File: config.mk
export PLATFORM = sky130hd
export DESIGN_NAME = dcache
export DESIGN_NICKNAME = d
export VERILOG_FILES = /design/src/source/dcache_pkg.sv /design/src/source/dcache.sv /design/src/source/dcache_ctrl.sv /design/src/source/dcache_lookup.sv /design/src/source/dcache_array.sv
export SDC_FILE = /design/constraint.sdc
export NUM_CORES = 2
export LEC_CHECK = 0
export BUFFER_PORTS_ARGS = -buffer_cell sky130_fd_sc_hd__buf_2
export CORE_ASPECT_RATIO = 1.2
export CORE_MARGIN = 5
export CORE_UTILIZATION = 50
export DETAILED_ROUTE_END_ITERATION = 16
export GPL_ROUTABILITY_DRIVEN = 0
export PLACE_DENSITY = 0.78
export SLEW_MARGIN = 15
export SYNTH_ARGS = -nofsm -noshare
export SYNTH_HDL_FRONTEND = slang
export SYNTH_SLANG_ARGS = --single-unit
File: constraint.sdc
create_clock -name CLK -period 11.1 [get_ports CLK]
set_clock_uncertainty 0.1 [all_clocks]
set_input_delay 0.555 -clock CLK [delete_from_list [all_inputs] [get_ports CLK]]
set_output_delay 0.555 -clock CLK [all_outputs]
set_load 0.02 [all_outputs]
File: src/source/dcache_pkg.sv
// the datapath is built for exactly two words per block and two ways; only NUM_SETS is free
`default_nettype none

package dcache_pkg;

    parameter int WORD_W     = 32;  // data word and byte address
    parameter int BYTE_OFF_W = 2;   // ignored, all accesses are whole words
    parameter int BLK_WORDS  = 2;
    parameter int WSEL_W     = $clog2(BLK_WORDS);

    // one data word or one byte address
    typedef logic [WORD_W-1:0] word_t;

    // word within a block
    typedef logic [WSEL_W-1:0] word_sel_t;

    // way within a set, 0 or 1
    typedef logic way_t;

    typedef enum logic [3:0] {
        IDLE,        // hits served here, misses and halt detected
        WB_W0,       // write back dirty victim, first word
        WB_W1,
        FILL_W0,     // read requested block into the victim way
        FILL_W1,
        FLUSH_A_W0,  // flush way 0 of the current set
        FLUSH_A_W1,
        FLUSH_B_W0,  // flush way 1 of the current set
        FLUSH_B_W1,
        DONE         // all sets flushed, held until reset
    } ctrl_state_t;

endpackage

`default_nettype wire
File: src/source/dcache.sv
// NUM_SETS must be a power of two >= 2; address bits [1:0] are ignored, one private memory bus
`timescale 1ns/1ps
`default_nettype none

module dcache
    import dcache_pkg::*;
#(
    parameter int NUM_SETS = 8,
    localparam int IDX_W = $clog2(NUM_SETS),
    localparam int TAG_W = WORD_W - IDX_W - WSEL_W - BYTE_OFF_W
) (
    input  logic  CLK,
    input  logic  nRST,
    input  logic  dmem_ren,
    input  logic  dmem_wen,
    input  word_t dmem_addr,
    input  word_t dmem_store,
    input  logic  halt,
    output logic  dhit,
    output word_t dmem_load,
    output logic  flushed,
    output logic  mem_ren,
    output logic  mem_wen,
    output word_t mem_addr,
    output word_t mem_store,
    input  word_t mem_load,
    input  logic  mem_wait
);

    logic [TAG_W-1:0] req_tag;
    logic [IDX_W-1:0] req_idx;
    word_sel_t        req_word;
    logic [IDX_W-1:0] rd_idx;
    logic             idle;
    way_t             hit_way;
    way_t             lru_victim;
    logic [TAG_W-1:0] tag0;
    logic [TAG_W-1:0] tag1;
    logic             valid0;
    logic             valid1;
    logic             dirty0;
    logic             dirty1;
    word_t            data0_w0;
    word_t            data0_w1;
    word_t            data1_w0;
    word_t            data1_w1;
    logic             wr_en;
    way_t             wr_way;
    word_sel_t        wr_word;
    word_t            wr_data;
    logic             tag_wr;
    logic [TAG_W-1:0] tag_in;
    logic             set_valid;
    logic             clr_valid;
    logic             set_dirty;
    logic             clr_dirty;
    logic             lru_wr;
    way_t             lru_way;

    // tag | index | word | byte offset
    assign req_tag  = dmem_addr[WORD_W-1 -: TAG_W];
    assign req_idx  = dmem_addr[BYTE_OFF_W+WSEL_W +: IDX_W];
    assign req_word = dmem_addr[BYTE_OFF_W +: WSEL_W];

    dcache_array #(.NUM_SETS(NUM_SETS)) array_i (
        .CLK(CLK), .nRST(nRST), .rd_idx(rd_idx),
        .wr_en(wr_en), .wr_way(wr_way), .wr_word(wr_word), .wr_data(wr_data),
        .tag_wr(tag_wr), .tag_in(tag_in),
        .set_valid(set_valid), .clr_valid(clr_valid),
        .set_dirty(set_dirty), .clr_dirty(clr_dirty),
        .lru_wr(lru_wr), .lru_way(lru_way),
        .tag0(tag0), .tag1(tag1), .valid0(valid0), .valid1(valid1),
        .dirty0(dirty0), .dirty1(dirty1),
        .data0_w0(data0_w0), .data0_w1(data0_w1),
        .data1_w0(data1_w0), .data1_w1(data1_w1),
        .lru_victim(lru_victim)
    );

    dcache_lookup #(.NUM_SETS(NUM_SETS)) lookup_i (
        .req_tag(req_tag), .req_word(req_word),
        .dmem_ren(dmem_ren), .dmem_wen(dmem_wen), .idle(idle),
        .tag0(tag0), .tag1(tag1), .valid0(valid0), .valid1(valid1),
        .data0_w0(data0_w0), .data0_w1(data0_w1),
        .data1_w0(data1_w0), .data1_w1(data1_w1),
        .dhit(dhit), .hit_way(hit_way), .dmem_load(dmem_load)
    );

    dcache_ctrl #(.NUM_SETS(NUM_SETS)) ctrl_i (
        .CLK(CLK), .nRST(nRST),
        .dmem_wen(dmem_wen), .dmem_ren(dmem_ren), .dmem_store(dmem_store),
        .req_tag(req_tag), .req_idx(req_idx), .req_word(req_word), .halt(halt),
        .dhit(dhit), .hit_way(hit_way), .lru_victim(lru_victim),
        .tag0(tag0), .tag1(tag1), .valid0(valid0), .valid1(valid1),
        .dirty0(dirty0), .dirty1(dirty1),
        .data0_w0(data0_w0), .data0_w1(data0_w1),
        .data1_w0(data1_w0), .data1_w1(data1_w1),
        .mem_wait(mem_wait), .mem_load(mem_load),
        .idle(idle), .flushed(flushed), .rd_idx(rd_idx),
        .wr_en(wr_en), .wr_way(wr_way), .wr_word(wr_word), .wr_data(wr_data),
        .tag_wr(tag_wr), .tag_in(tag_in),
        .set_valid(set_valid), .clr_valid(clr_valid),
        .set_dirty(set_dirty), .clr_dirty(clr_dirty),
        .lru_wr(lru_wr), .lru_way(lru_way),
        .mem_ren(mem_ren), .mem_wen(mem_wen),
        .mem_addr(mem_addr), .mem_store(mem_store)
    );

endmodule

`default_nettype wire

File: src/source/dcache_ctrl.sv
// requests must hold stable until dhit; halt must stay high once raised and is honoured only when idle
`timescale 1ns/1ps
`default_nettype none

module dcache_ctrl
    import dcache_pkg::*;
#(
    parameter int NUM_SETS = 8,
    localparam int IDX_W = $clog2(NUM_SETS),
    localparam int TAG_W = WORD_W - IDX_W - WSEL_W - BYTE_OFF_W
) (
    input  logic             CLK,
    input  logic             nRST,
    input  logic             dmem_wen,
    input  logic             dmem_ren,
    input  word_t            dmem_store,
    input  logic [TAG_W-1:0] req_tag,
    input  logic [IDX_W-1:0] req_idx,
    input  word_sel_t        req_word,
    input  logic             halt,
    input  logic             dhit,
    input  way_t             hit_way,
    input  way_t             lru_victim,
    input  logic [TAG_W-1:0] tag0,
    input  logic [TAG_W-1:0] tag1,
    input  logic             valid0,
    input  logic             valid1,
    input  logic             dirty0,
    input  logic             dirty1,
    input  word_t            data0_w0,
    input  word_t            data0_w1,
    input  word_t            data1_w0,
    input  word_t            data1_w1,
    input  logic             mem_wait,
    input  word_t            mem_load,
    output logic             idle,
    output logic             flushed,
    output logic [IDX_W-1:0] rd_idx,
    output logic             wr_en,
    output way_t             wr_way,
    output word_sel_t        wr_word,
    output word_t            wr_data,
    output logic             tag_wr,
    output logic [TAG_W-1:0] tag_in,
    output logic             set_valid,
    output logic             clr_valid,
    output logic             set_dirty,
    output logic             clr_dirty,
    output logic             lru_wr,
    output way_t             lru_way,
    output logic             mem_ren,
    output logic             mem_wen,
    output word_t            mem_addr,
    output word_t            mem_store
);

    ctrl_state_t      state;
    ctrl_state_t      next_state;
    logic [IDX_W-1:0] flush_idx;
    logic             idx_inc;
    logic             flushing;
    logic             last_set;
    logic             xfer_done;
    way_t             sel_way;    // victim on a miss, fixed way during flush
    logic [TAG_W-1:0] sel_tag;
    logic             sel_wb;
    word_t            sel_w0;
    word_t            sel_w1;

    function automatic word_t blk_addr(
        input logic [TAG_W-1:0] tag,
        input logic [IDX_W-1:0] idx,
        input word_sel_t        word
    );
        blk_addr = {tag, idx, word, {BYTE_OFF_W{1'b0}}};
    endfunction

    assign flushing  = state inside {FLUSH_A_W0, FLUSH_A_W1, FLUSH_B_W0, FLUSH_B_W1};
    assign idle      = (state == IDLE);
    assign flushed   = (state == DONE);
    assign rd_idx    = flushing ? flush_idx : req_idx;
    assign last_set  = (flush_idx == IDX_W'(NUM_SETS - 1));
    assign xfer_done = !mem_wait;

    always_comb begin
        case (state)
            FLUSH_A_W0, FLUSH_A_W1: sel_way = 1'b0;
            FLUSH_B_W0, FLUSH_B_W1: sel_way = 1'b1;
            default:                sel_way = lru_victim;
        endcase
    end

    assign sel_tag = sel_way ? tag1 : tag0;
    assign sel_wb  = sel_way ? (valid1 && dirty1) : (valid0 && dirty0);  // only valid dirty blocks
    assign sel_w0  = sel_way ? data1_w0 : data0_w0;
    assign sel_w1  = sel_way ? data1_w1 : data0_w1;
    assign tag_in  = req_tag;

    always_ff @(posedge CLK or negedge nRST) begin
        if (!nRST) begin
            state     <= IDLE;
            flush_idx <= '0;
        end else begin
            state <= next_state;
            if (idx_inc) begin
                flush_idx <= flush_idx + 1'b1;
            end
        end
    end

    always_comb begin
        next_state = state;
        idx_inc    = 1'b0;
        mem_ren    = 1'b0;
        mem_wen    = 1'b0;
        mem_addr   = '0;
        mem_store  = '0;
        wr_en      = 1'b0;
        wr_way     = sel_way;
        wr_word    = '0;
        wr_data    = mem_load;
        tag_wr     = 1'b0;
        set_valid  = 1'b0;
        clr_valid  = 1'b0;
        set_dirty  = 1'b0;
        clr_dirty  = 1'b0;
        lru_wr     = 1'b0;
        lru_way    = ~hit_way;  // the other way becomes least recently used
        case (state)
            IDLE: begin
                wr_way  = hit_way;
                wr_word = req_word;
                wr_data = dmem_store;
                if (dhit) begin
                    lru_wr = 1'b1;
                    if (dmem_wen) begin
                        wr_en     = 1'b1;
                        set_dirty = 1'b1;
                    end
                end else if (dmem_ren || dmem_wen) begin
                    next_state = sel_wb ? WB_W0 : FILL_W0;
                end else if (halt) begin
                    next_state = FLUSH_A_W0;
                end
            end
            WB_W0: begin
                mem_wen   = 1'b1;
                mem_addr  = blk_addr(sel_tag, rd_idx, word_sel_t'(0));
                mem_store = sel_w0;
                if (xfer_done) begin
                    next_state = WB_W1;
                end
            end
            WB_W1: begin
                mem_wen   = 1'b1;
                mem_addr  = blk_addr(sel_tag, rd_idx, word_sel_t'(1));
                mem_store = sel_w1;
                if (xfer_done) begin
                    clr_dirty  = 1'b1;
                    next_state = FILL_W0;
                end
            end
            FILL_W0: begin
                mem_ren  = 1'b1;
                mem_addr = blk_addr(req_tag, req_idx, word_sel_t'(0));
                wr_word  = word_sel_t'(0);
                if (xfer_done) begin
                    wr_en      = 1'b1;
                    next_state = FILL_W1;
                end
            end
            FILL_W1: begin
                mem_ren  = 1'b1;
                mem_addr = blk_addr(req_tag, req_idx, word_sel_t'(1));
                wr_word  = word_sel_t'(1);
                if (xfer_done) begin
                    wr_en      = 1'b1;
                    tag_wr     = 1'b1;
                    set_valid  = 1'b1;
                    next_state = IDLE;  // request hits on return
                end
            end
            FLUSH_A_W0, FLUSH_B_W0: begin
                mem_wen   = sel_wb;
                mem_addr  = blk_addr(sel_tag, rd_idx, word_sel_t'(0));
                mem_store = sel_w0;
                if (xfer_done || !sel_wb) begin
                    next_state = (state == FLUSH_A_W0) ? FLUSH_A_W1 : FLUSH_B_W1;
                end
            end
            FLUSH_A_W1, FLUSH_B_W1: begin
                mem_wen   = sel_wb;
                mem_addr  = blk_addr(sel_tag, rd_idx, word_sel_t'(1));
                mem_store = sel_w1;
                if (xfer_done || !sel_wb) begin
                    clr_valid = 1'b1;
                    clr_dirty = 1'b1;
                    if (state == FLUSH_A_W1) begin
                        next_state = FLUSH_B_W0;
                    end else if (last_set) begin
                        next_state = DONE;
                    end else begin
                        idx_inc    = 1'b1;
                        next_state = FLUSH_A_W0;
                    end
                end
            end
            DONE: begin
                next_state = DONE;
            end
            default: begin
                next_state = IDLE;
            end
        endcase
    end

    mem_dir_excl: assert property (
        @(posedge CLK) disable iff (!nRST)
        !(mem_ren && mem_wen)
    );

    // back-pressure holds the transfer until the memory accepts it
    mem_hold: assert property (
        @(posedge CLK) disable iff (!nRST)
        (mem_ren || mem_wen) && mem_wait |=> $stable(mem_addr) && $stable(mem_store)
    );

endmodule

`default_nettype wire

File: src/source/dcache_lookup.sv
// purely combinational; dhit is only meaningful while the controller is idle
`timescale 1ns/1ps
`default_nettype none

module dcache_lookup
    import dcache_pkg::*;
#(
    parameter int NUM_SETS = 8,
    localparam int IDX_W = $clog2(NUM_SETS),
    localparam int TAG_W = WORD_W - IDX_W - WSEL_W - BYTE_OFF_W
) (
    input  logic [TAG_W-1:0] req_tag,
    input  word_sel_t        req_word,
    input  logic             dmem_ren,
    input  logic             dmem_wen,
    input  logic             idle,
    input  logic [TAG_W-1:0] tag0,
    input  logic [TAG_W-1:0] tag1,
    input  logic             valid0,
    input  logic             valid1,
    input  word_t            data0_w0,
    input  word_t            data0_w1,
    input  word_t            data1_w0,
    input  word_t            data1_w1,
    output logic             dhit,
    output way_t             hit_way,
    output word_t            dmem_load
);

    logic hit0;
    logic hit1;
    logic req;
    word_t way0_word;
    word_t way1_word;

    // a way only matches with its valid bit set
    assign hit0 = valid0 && (tag0 == req_tag);
    assign hit1 = valid1 && (tag1 == req_tag);
    assign req  = dmem_ren || dmem_wen;

    assign hit_way = hit1;  // way 0 unless way 1 matched
    assign dhit    = idle && req && (hit0 || hit1);

    assign way0_word = (req_word == word_sel_t'(1)) ? data0_w1 : data0_w0;
    assign way1_word = (req_word == word_sel_t'(1)) ? data1_w1 : data1_w0;

    always_comb begin
        if (hit_way) begin
            dmem_load = way1_word;
        end else begin
            dmem_load = way0_word;
        end
    end

    // a fill only ever targets the LRU way after a miss, so one set never holds a tag twice
    always_comb begin
        no_dup_tag: assert final (!(valid0 && valid1 && (tag0 == tag1)));
    end

endmodule

`default_nettype wire

File: src/source/dcache_array.sv
// NUM_SETS must be a power of two >= 2; reads are asynchronous, so storage maps to flops or LUT RAM
`timescale 1ns/1ps
`default_nettype none

module dcache_array
    import dcache_pkg::*;
#(
    parameter int NUM_SETS = 8,
    localparam int IDX_W = $clog2(NUM_SETS),
    localparam int TAG_W = WORD_W - IDX_W - WSEL_W - BYTE_OFF_W
) (
    input  logic             CLK,
    input  logic             nRST,
    input  logic [IDX_W-1:0] rd_idx,     // read index, also the write index
    input  logic             wr_en,
    input  way_t             wr_way,
    input  word_sel_t        wr_word,
    input  word_t            wr_data,
    input  logic             tag_wr,
    input  logic [TAG_W-1:0] tag_in,
    input  logic             set_valid,
    input  logic             clr_valid,
    input  logic             set_dirty,
    input  logic             clr_dirty,
    input  logic             lru_wr,
    input  way_t             lru_way,    // way that becomes the next victim
    output logic [TAG_W-1:0] tag0,
    output logic [TAG_W-1:0] tag1,
    output logic             valid0,
    output logic             valid1,
    output logic             dirty0,
    output logic             dirty1,
    output word_t            data0_w0,
    output word_t            data0_w1,
    output word_t            data1_w0,
    output word_t            data1_w1,
    output way_t             lru_victim
);

    word_t               data_q  [2][NUM_SETS][BLK_WORDS];
    logic [TAG_W-1:0]    tag_q   [2][NUM_SETS];
    logic [NUM_SETS-1:0] valid_q [2];
    logic [NUM_SETS-1:0] dirty_q [2];
    logic [NUM_SETS-1:0] lru_q;  // one bit per set, names the LRU way

    // payload storage
    always_ff @(posedge CLK) begin
        if (wr_en) begin
            data_q[wr_way][rd_idx][wr_word] <= wr_data;
        end
        if (tag_wr) begin
            tag_q[wr_way][rd_idx] <= tag_in;
        end
    end

    always_ff @(posedge CLK or negedge nRST) begin
        if (!nRST) begin
            valid_q[0] <= '0;
            valid_q[1] <= '0;
            dirty_q[0] <= '0;
            dirty_q[1] <= '0;
            lru_q      <= '0;  // way 0 is the first victim
        end else begin
            if (set_valid) begin
                valid_q[wr_way][rd_idx] <= 1'b1;
            end else if (clr_valid) begin
                valid_q[wr_way][rd_idx] <= 1'b0;
            end
            if (set_dirty) begin
                dirty_q[wr_way][rd_idx] <= 1'b1;
            end else if (clr_dirty) begin
                dirty_q[wr_way][rd_idx] <= 1'b0;
            end
            if (lru_wr) begin
                lru_q[rd_idx] <= lru_way;
            end
        end
    end

    assign tag0       = tag_q[0][rd_idx];
    assign tag1       = tag_q[1][rd_idx];
    assign valid0     = valid_q[0][rd_idx];
    assign valid1     = valid_q[1][rd_idx];
    assign dirty0     = dirty_q[0][rd_idx];
    assign dirty1     = dirty_q[1][rd_idx];
    assign data0_w0   = data_q[0][rd_idx][0];
    assign data0_w1   = data_q[0][rd_idx][1];
    assign data1_w0   = data_q[1][rd_idx][0];
    assign data1_w1   = data_q[1][rd_idx][1];
    assign lru_victim = lru_q[rd_idx];

    // fill sets valid, flush clears it; the controller never asks for both
    valid_cmd_excl: assert property (
        @(posedge CLK) disable iff (!nRST)
        !(set_valid && clr_valid)
    );

endmodule

`default_nettype wire

Word level (Yosys, flattened, before mapping)
Memory sizes are Yosys's and may differ from the RTL's.
Index checks and enable logic that the tools add are counted.
{ "totals": {"ram_bits": 1440, "ff_bits": 47, "wordCells": 162, "out_inout_bits": 100, "inputBits": 102, "mem_count": 2} }
{ "mem_list": {"columns": ["memory", "words", "width", "rd", "rd_clocked_by_memory_dff", "wr", "line_no", "rtl"], "rows": [
  ["array_i.data_q", 2, 512, 2, 0, 1, "dcache_array.sv:40", "word_t data_q [2][NUM_SETS][BLK_WORDS];"],
  ["array_i.tag_q", 2, 208, 2, 0, 1, "dcache_array.sv:41", "logic [TAG_W-1:0] tag_q [2][NUM_SETS];"]
]} }
{ "classes": {"n_bitwise": 9, "add_sub_neg": 1, "mux": 86, "reduce_logical": 29, "order_cmp": 8, "eq_ne": 20} }
{ "op_table": {"columns": ["operator", "count"], "rows": [
  ["512-bit two-way mux", 1],
  ["64-bit binary-select mux with 3-bit select", 2],
  ["64-bit two-way mux", 5],
  ["32-bit two-way mux", 7],
  ["208-bit two-way mux", 1],
  ["64-bit demux with 3-bit select", 1],
  ["26-bit binary-select mux with 3-bit select", 2],
  ["26-bit two-way mux", 6],
  ["32-bit case mux with 4 select lines", 1],
  ["26-bit demux with 3-bit select", 1],
  ["16-bit two-way mux", 4],
  ["32-bit case mux with 2 select lines", 1],
  ["26-bit == test", 2],
  ["4-bit two-way mux", 12],
  ["16-bit bitwise AND", 2],
  ["32-bit demux with 1-bit select", 1],
  ["16-bit bitwise OR", 2],
  ["4-bit case mux with 8 select lines", 1],
  ["1-bit two-way mux", 24],
  ["4-bit by 3-bit == test with 1-bit output (second input constant)", 4],
  ["16-bit inverter", 1],
  ["1-bit binary-select mux with 3-bit select", 5],
  ["2-bit OR reduction", 6],
  ["1-bit logical AND", 10],
  ["other kinds (32)", 51]
]} }

Longest topological paths before layout
{ "depth": {"word_depth": 19, "depth_mapped": 22, "ltp_nobuf": 12} }

Modules after synthesis
Synthesis repeated with hierarchy kept, for this count alone.
{ "unflattened": {"hier_cells": 3004, "area_unflattened_um2": 60924.7} }
{ "by_module_without_submodules": {"columns": ["mod", "instances", "seq_area_each_um2", "area_each_um2", "cells_per_inst"], "rows": [
  ["dcache_array", 1, 44242.4, 56507.9, 2425],
  ["dcache_ctrl", 1, 175.2, 3042.9, 468],
  ["dcache_lookup", 1, 0.0, 1373.8, 111]
]} }

Worst setup path before layout
OpenSTA, ideal clock, no wires.
{ "synth_timing": {"kind": "flip-flop to flip-flop", "start": "register ctrl_i.state[1]", "end": "memory array_i.data_q[0][0] in the netlist's numbering (enable)", "path_stages_with_launch": 21, "setup_time_ns": 0.461, "required_time_ns": 10.539, "synth_period_minus_slack_ns": 6.970, "n_path_buf": 8, "path_slack_ns": 4.130, "t_arrival_ns": 6.409, "path_cell_list": "dfrtp_1 -> buf_6 -> or4b_1 -> buf_2 -> o211ai_4 -> o21a_1 -> buf_6 -> buf_8 -> buf_4 -> buf_2 -> buf_2 -> buf_2 -> mux2i_1 -> a22oi_1 -> a21o_1 -> a2111oi_0 -> o2111a_1 -> nand4_1 -> o21ai_0 -> a21oi_1 -> nor3_1"} }
{ "synth_via": {"elab_chain_cells": 15, "word_cells_on_any_way": 50, "classes_between": "4 x order compare; 8 x eq/ne; 24 x mux; 2 x bitwise; 12 x reduce/logical"} }
{ "synth_lines": {"columns": ["element", "line_no", "rtl"], "rows": [
  ["from (decl)", "dcache_ctrl.sv:57", "ctrl_state_t state;"],
  ["from (signal assigned)", "dcache_ctrl.sv:104", "state <= next_state;"],
  ["4-bit by 3-bit == test with 1-bit output / 4-bit == test (equally long branches)", "dcache_ctrl.sv:78, dcache_ctrl.sv:86", null],
  ["4-bit nonzero test", "dcache_ctrl.sv:78", "assign flushing = state inside {FLUSH_A_W0, FLUSH_A_W1, FLUSH_B_W0, FLUSH_B_W1};"],
  ["3-bit two-way mux", "dcache_ctrl.sv:81", "assign rd_idx = flushing ? flush_idx : req_idx;"],
  ["3-bit inverter with 4-bit output (implied by the code)", "dcache_array.sv:49, dcache_array.sv:80, dcache_array.sv:81", null],
  ["26-bit binary-select mux with 3-bit select (on tied branches)", "dcache_array.sv:80, dcache_array.sv:81", null],
  ["26-bit two-way mux (on tied branches) (2 in series)", "dcache_array.sv:80, dcache_array.sv:81", null],
  ["26-bit == test (on tied branches)", "dcache_lookup.sv:37, dcache_lookup.sv:38", null],
  ["1-bit logical AND (on tied branches)", "dcache_lookup.sv:37, dcache_lookup.sv:38", null],
  ["1-bit logical OR", "dcache_lookup.sv:42", "assign dhit = idle && req && (hit0 || hit1);"],
  ["1-bit logical AND", "dcache_lookup.sv:42", null],
  ["1-bit two-way mux", "dcache_ctrl.sv:134", "if (dhit) begin"],
  ["1-bit case mux with 2 select lines", "dcache_ctrl.sv:129", "case (state)"],
  ["1-bit two-way mux", "dcache_array.sv:48", "if (wr_en) begin"],
  ["512-bit two-way mux (implied by the code)", "dcache_array.sv:49", "data_q[wr_way][rd_idx][wr_word] <= wr_data;"],
  ["to (decl)", "dcache_array.sv:40", null]
]} }
Parallel ways exist; a longest one is shown, timed or not. The select of a mux whose other input is x is not followed.

Worst setup path after layout
{ "layout_timing": {"start": "register ctrl_i.state[3]", "end": "output port dmem_load[3]"} }
{ "layout_via": {"elab_chain_cells": 10, "word_cells_on_any_way": 23, "classes_between": "5 x eq/ne; 15 x mux; 1 x bitwise; 2 x reduce/logical"} }
{ "layout_lines": {"columns": ["element", "line_no", "rtl"], "rows": [
  ["4-bit by 3-bit == test with 1-bit output / 4-bit == test (equally long branches)", "dcache_ctrl.sv:78", null],
  ["4-bit nonzero test *", "dcache_ctrl.sv:78", null],
  ["3-bit two-way mux *", "dcache_ctrl.sv:81", null],
  ["3-bit inverter with 4-bit output (implied by the code)", null, null],
  ["26-bit binary-select mux with 3-bit select", "dcache_array.sv:81", "assign tag1 = tag_q[1][rd_idx];"],
  ["26-bit two-way mux (implied by the code) (2 in series)", "dcache_array.sv:81", null],
  ["26-bit == test", "dcache_lookup.sv:38", "assign hit1 = valid1 && (tag1 == req_tag);"],
  ["1-bit logical AND", "dcache_lookup.sv:38", null],
  ["32-bit two-way mux *", "dcache_lookup.sv:48", "if (hit_way) begin"],
  ["to (decl)", "dcache.sv:20", "output word_t dmem_load,"]
]} }
Every way passes the cells marked *; elsewhere a longest branch is shown, timed or not. The select of a mux whose other input is x is not followed.

==> results by group <==
Drt
  • Drt wl/cell: 29.4 um
  • 1st-pass router iterations: 6
  • First DRT Iteration DRCs: 6328
  • # DRC: 0
  • Routed vias/inst: 6.61
  • WL final: 186000 um
  • Via count: 41800
  • Antenna-violating nets left: 0

Global route
  • First-pass GRT wire length: 267000 um
  • Vias in the first global route: 40200
  • Largest net degree at the start of global routing: 177
  • Gr busiest metal: met2
  • M3 GR Usage: 7.05%
  • Met2 Usage GRT: 43.5%
  • Met1 Usage GRT: 35.3%
  • Initial antenna violation count: 8
  • GRT Resource Usage Total: 27.4%
  • Total grt overflow: 0

Worst setup path
  • Critical Path End Type: primary output
  • Setup crit start kind: register
  • Crit path arrival time: 7.78 ns
  • Setup Crit Path Kind: reg2out
  • Crit path buffers/inverters: 5
  • Critical path's top delay family: buffers and inverters
  • CP cell instances: nor2b_1 > a21oi_4 > buf_4 > o21a_4 > buf_4 > buf_4 > mux4_2 > mux2i_1 > xor2_1 > and3b_1 > nand4b_1 > or4_2 > buf_4 > mux4_2 > buf_2
  • Worst Path Required: 10.45 ns
  • Max Fanout on Critical Path: 45
  • Slowest cell on crit path: dfrtp_1
  • CP max stage delay: 0.82 ns
  • CP dominant cell by count: buf_4

Timing
  • Setup repair after global routing missed its margin: no
  • Setup tns final: 0 ns
  • Period utilisation layout: 76.0%
  • Final hold slack: 0.104 ns
  • Fmax: 118 MHz
  • Final Max Tran Viols: 0
  • Min Tclk post-route: 8.44 ns
  • Final Hold Viols: 0
  • Max_slew headroom: 16.0%
  • Final setup vio count: 0
  • Actual slew at the worst max-slew pin: 1.26 ns
  • Final worst slack: 2.66 ns

Place
  • Placed wire-length estimate: 97300 um
  • I/O Buffers: 197
  • Post-DP Area: 0.0650 mm2
  • Pre-CTS worst setup slack: 3.08 ns

Clock network
  • Root buf cell: clkbuf_16
  • Clock tree buffer depth: 3
  • CTS tree: built
  • Worst-path clk slew: 0.07 ns
  • Post-CTS Resized: 0
  • Clock sinks: 1487
  • Max H-tree Level: 4
  • Post-CTS setup buffers: 0
  • Total CTS buffers: 145
  • Hold buffer count at cts: 1
  • Clk_lat worst skew: 0.77 ns

Floorplan
  • Die height: 396 um
  • Die W: 332 um
  • # IOs: 202
  • Row cnt: 141
  • Initial Util: 50.4%
  • Core Area: 0.123 mm2
  • Die area: 0.131 mm2

Power
  • P per Cell Area: 307 mW/mm2
  • Net Sw Frac: 43.1%
  • Clock power share: 22.5%
  • Combinational group share of total power: 46.3%
  • Leak pwr: 0.0236 uW
  • Internal power: 12200 uW
  • Sequential share of power: 31.3%
  • P_sw: 9210 uW
  • Maximum vdd drop: 0.382 mV

Final layout
  • Area Growth Syn to Fin: 12.3%
  • Share of cells above drive strength 1: 14.6%
  • Design Area, Final: 0.0697 mm2
  • Layout fillers: 9356
  • Nets: 4668
  • Reg area: 0.0444 mm2
  • Core Util, Final: 56.6%
  • Multi-input gate area: 0.0165 mm2

Synth
  • Async set-or-reset flop fraction in the synthesized netlist: 3.16%
  • Mean post-synth cell area: 13.9 um2
  • Yosys cell types: 77
  • Synth Area in Adders: 0.0403%
  • Main combinational cell family by area after synthesis: compound AO/OA/AOI/OAI gates
  • Prevailing post-synth register cell: edfxtp_1
  • Synthesized cell area: 0.0620 mm2
  • Synth Register Bits: 1487
  • Post-Synth XOR/XNOR Area: 0.607%
  • Yosys Warn Count: 0
  • Simple-gate portion of the synthesized area: 7.27%
  • Mux cell area share after synthesis: 5.91%
  • Post-synth EDFFs: 1440
  • Register area share after synthesis: 71.6%
  • Post-synthesis compound-gate area fraction: 11.9%
  • Mapped Cells: 4451

Hold path
  • Hold Path Class: in2reg

Status
  • Outcome: complete, no violations

Job
  • Max cap viols: 0
-- worst paths after layout --
check,to,cells after the start,slack [ns],startpoint
max in group asynchronous,ctrl_i.flush_idx[0],2,10.12,nRST
min,array_i.tag_q[1][105],1,0.10,dmem_addr[7]
min reg2reg,register,1,0.40,register
max reg2reg,array_i.data_q[1][506],16,2.69,ctrl_i.state[3]
min in group asynchronous,ctrl_i.state[2],2,0.32,nRST
max,dmem_load[3],15,2.66,ctrl_i.state[3]
-- Yosys cell counts, types with 10 or more instances --
cell | number | area share [%]
mux2i_1 | 191 | 3.1
and3_1 | 25 | 0.25
o211ai_1 | 105 | 1.3
a222oi_1 | 12 | 0.19
a211oi_1 | 83 | 1.0
clkbuf_1 | 193 | 1.2
a2111oi_0 | 10 | 0.14
mux4_2 | 55 | 2.0
dfrtp_1 | 47 | 1.9
o31ai_1 | 21 | 0.25
buf_1 | 65 | 0.39
o211a_1 | 16 | 0.26
edfxtp_1 | 1440 | 70
a22o_1 | 20 | 0.28
xor2_1 | 17 | 0.24
o21ai_0 | 126 | 1.0
a22oi_1 | 32 | 0.39
a21o_1 | 11 | 0.13
o22ai_1 | 62 | 0.63
o2111ai_1 | 51 | 0.72
nand2_1 | 763 | 4.6
xnor2_1 | 26 | 0.37
nor3_1 | 31 | 0.25
nand4_1 | 17 | 0.17
a21oi_1 | 461 | 3.7
a221o_1 | 30 | 0.48
a221oi_1 | 10 | 0.14
inv_1 | 80 | 0.48
nand3_1 | 102 | 0.82
mux2_2 | 46 | 0.83
buf_2 | 59 | 0.48
a211o_1 | 13 | 0.18
o221ai_1 | 10 | 0.14
nor2_1 | 81 | 0.49
-- power by group through the flow --
stage	registers (uW)	clock network (uW)	logic, uW
after floorplan	6750	0	6190
after global placement	6790	0	9400
after detailed placement	6800	0	9560
after CTS	6680	4810	9640
after global routing	6690	5070	10300
final	6690	4810	9890
-- metrics by stage --
step                      std cells  total power, uW
after detailed placement       6059            16400
after floorplan                4452            12900
after global routing           6324            22100
after CTS                      6323            21100
final                          6327            21400
after global placement         6059            16200
-- final cells by class --
| type | count | share of cell area (%) |
|---|---|---|
| Antenna cell | 3 | 0.0108 |
| Clock buffer | 177 | 5.46 |
| Clock inverter | 86 | 1.16 |
| Inverter | 80 | 0.431 |
| Multi-Input combinational cell | 2559 | 23.6 |
| Sequential cell | 1487 | 63.8 |
| Tap cell | 1644 | 2.95 |
| Timing Repair Buffer | 291 | 2.59 |
-- per-layer routing --
layer	part of all wire, %	up-vias	wire length, um
met5	0	-	0
met4	5.8	0	10900
met3	14	719	26200
met2	47	3412	86900
met1	33	20400	62100
li1	-	17300	-
-- sequential cells by signal, summed over array words and instances (netlist names), named ones only --
register	cells
array_i.tag_q	416
ctrl_i.state	4
array_i.lru_q	8
array_i.data_q	1024
ctrl_i.flush_idx	3
-- placed cells by master, fill, tap and decap left out, drive strengths merged, types with 26 or more instances in the layout --
cell type,n
edfxtp,1440
buf,290
mux4,55
mux2i,191
inv,89
a211oi,83
nor3,31
nor2,81
xnor2,26
dfrtp,47
a221o,30
a21oi,461
a22oi,32
nand2,763
clkinv,66
o21ai,134
o211ai,106
nand3,102
clkbuf,177
o2111ai,51
mux2,46
o22ai,62
-- kinds of logic (layout without fill, tap and decap cells) --
family          count (synthesis)  in the layout
buf+inv                       406            634
other cells                     1              5
fa+ha+maj                       2              2
simple gates                 1077           1077
mux                           292            292
compound gates               1143           1143
xor+xnor                       43             43
flops                        1487           1487
No activity file was read; power rests on OpenSTA's default activity.
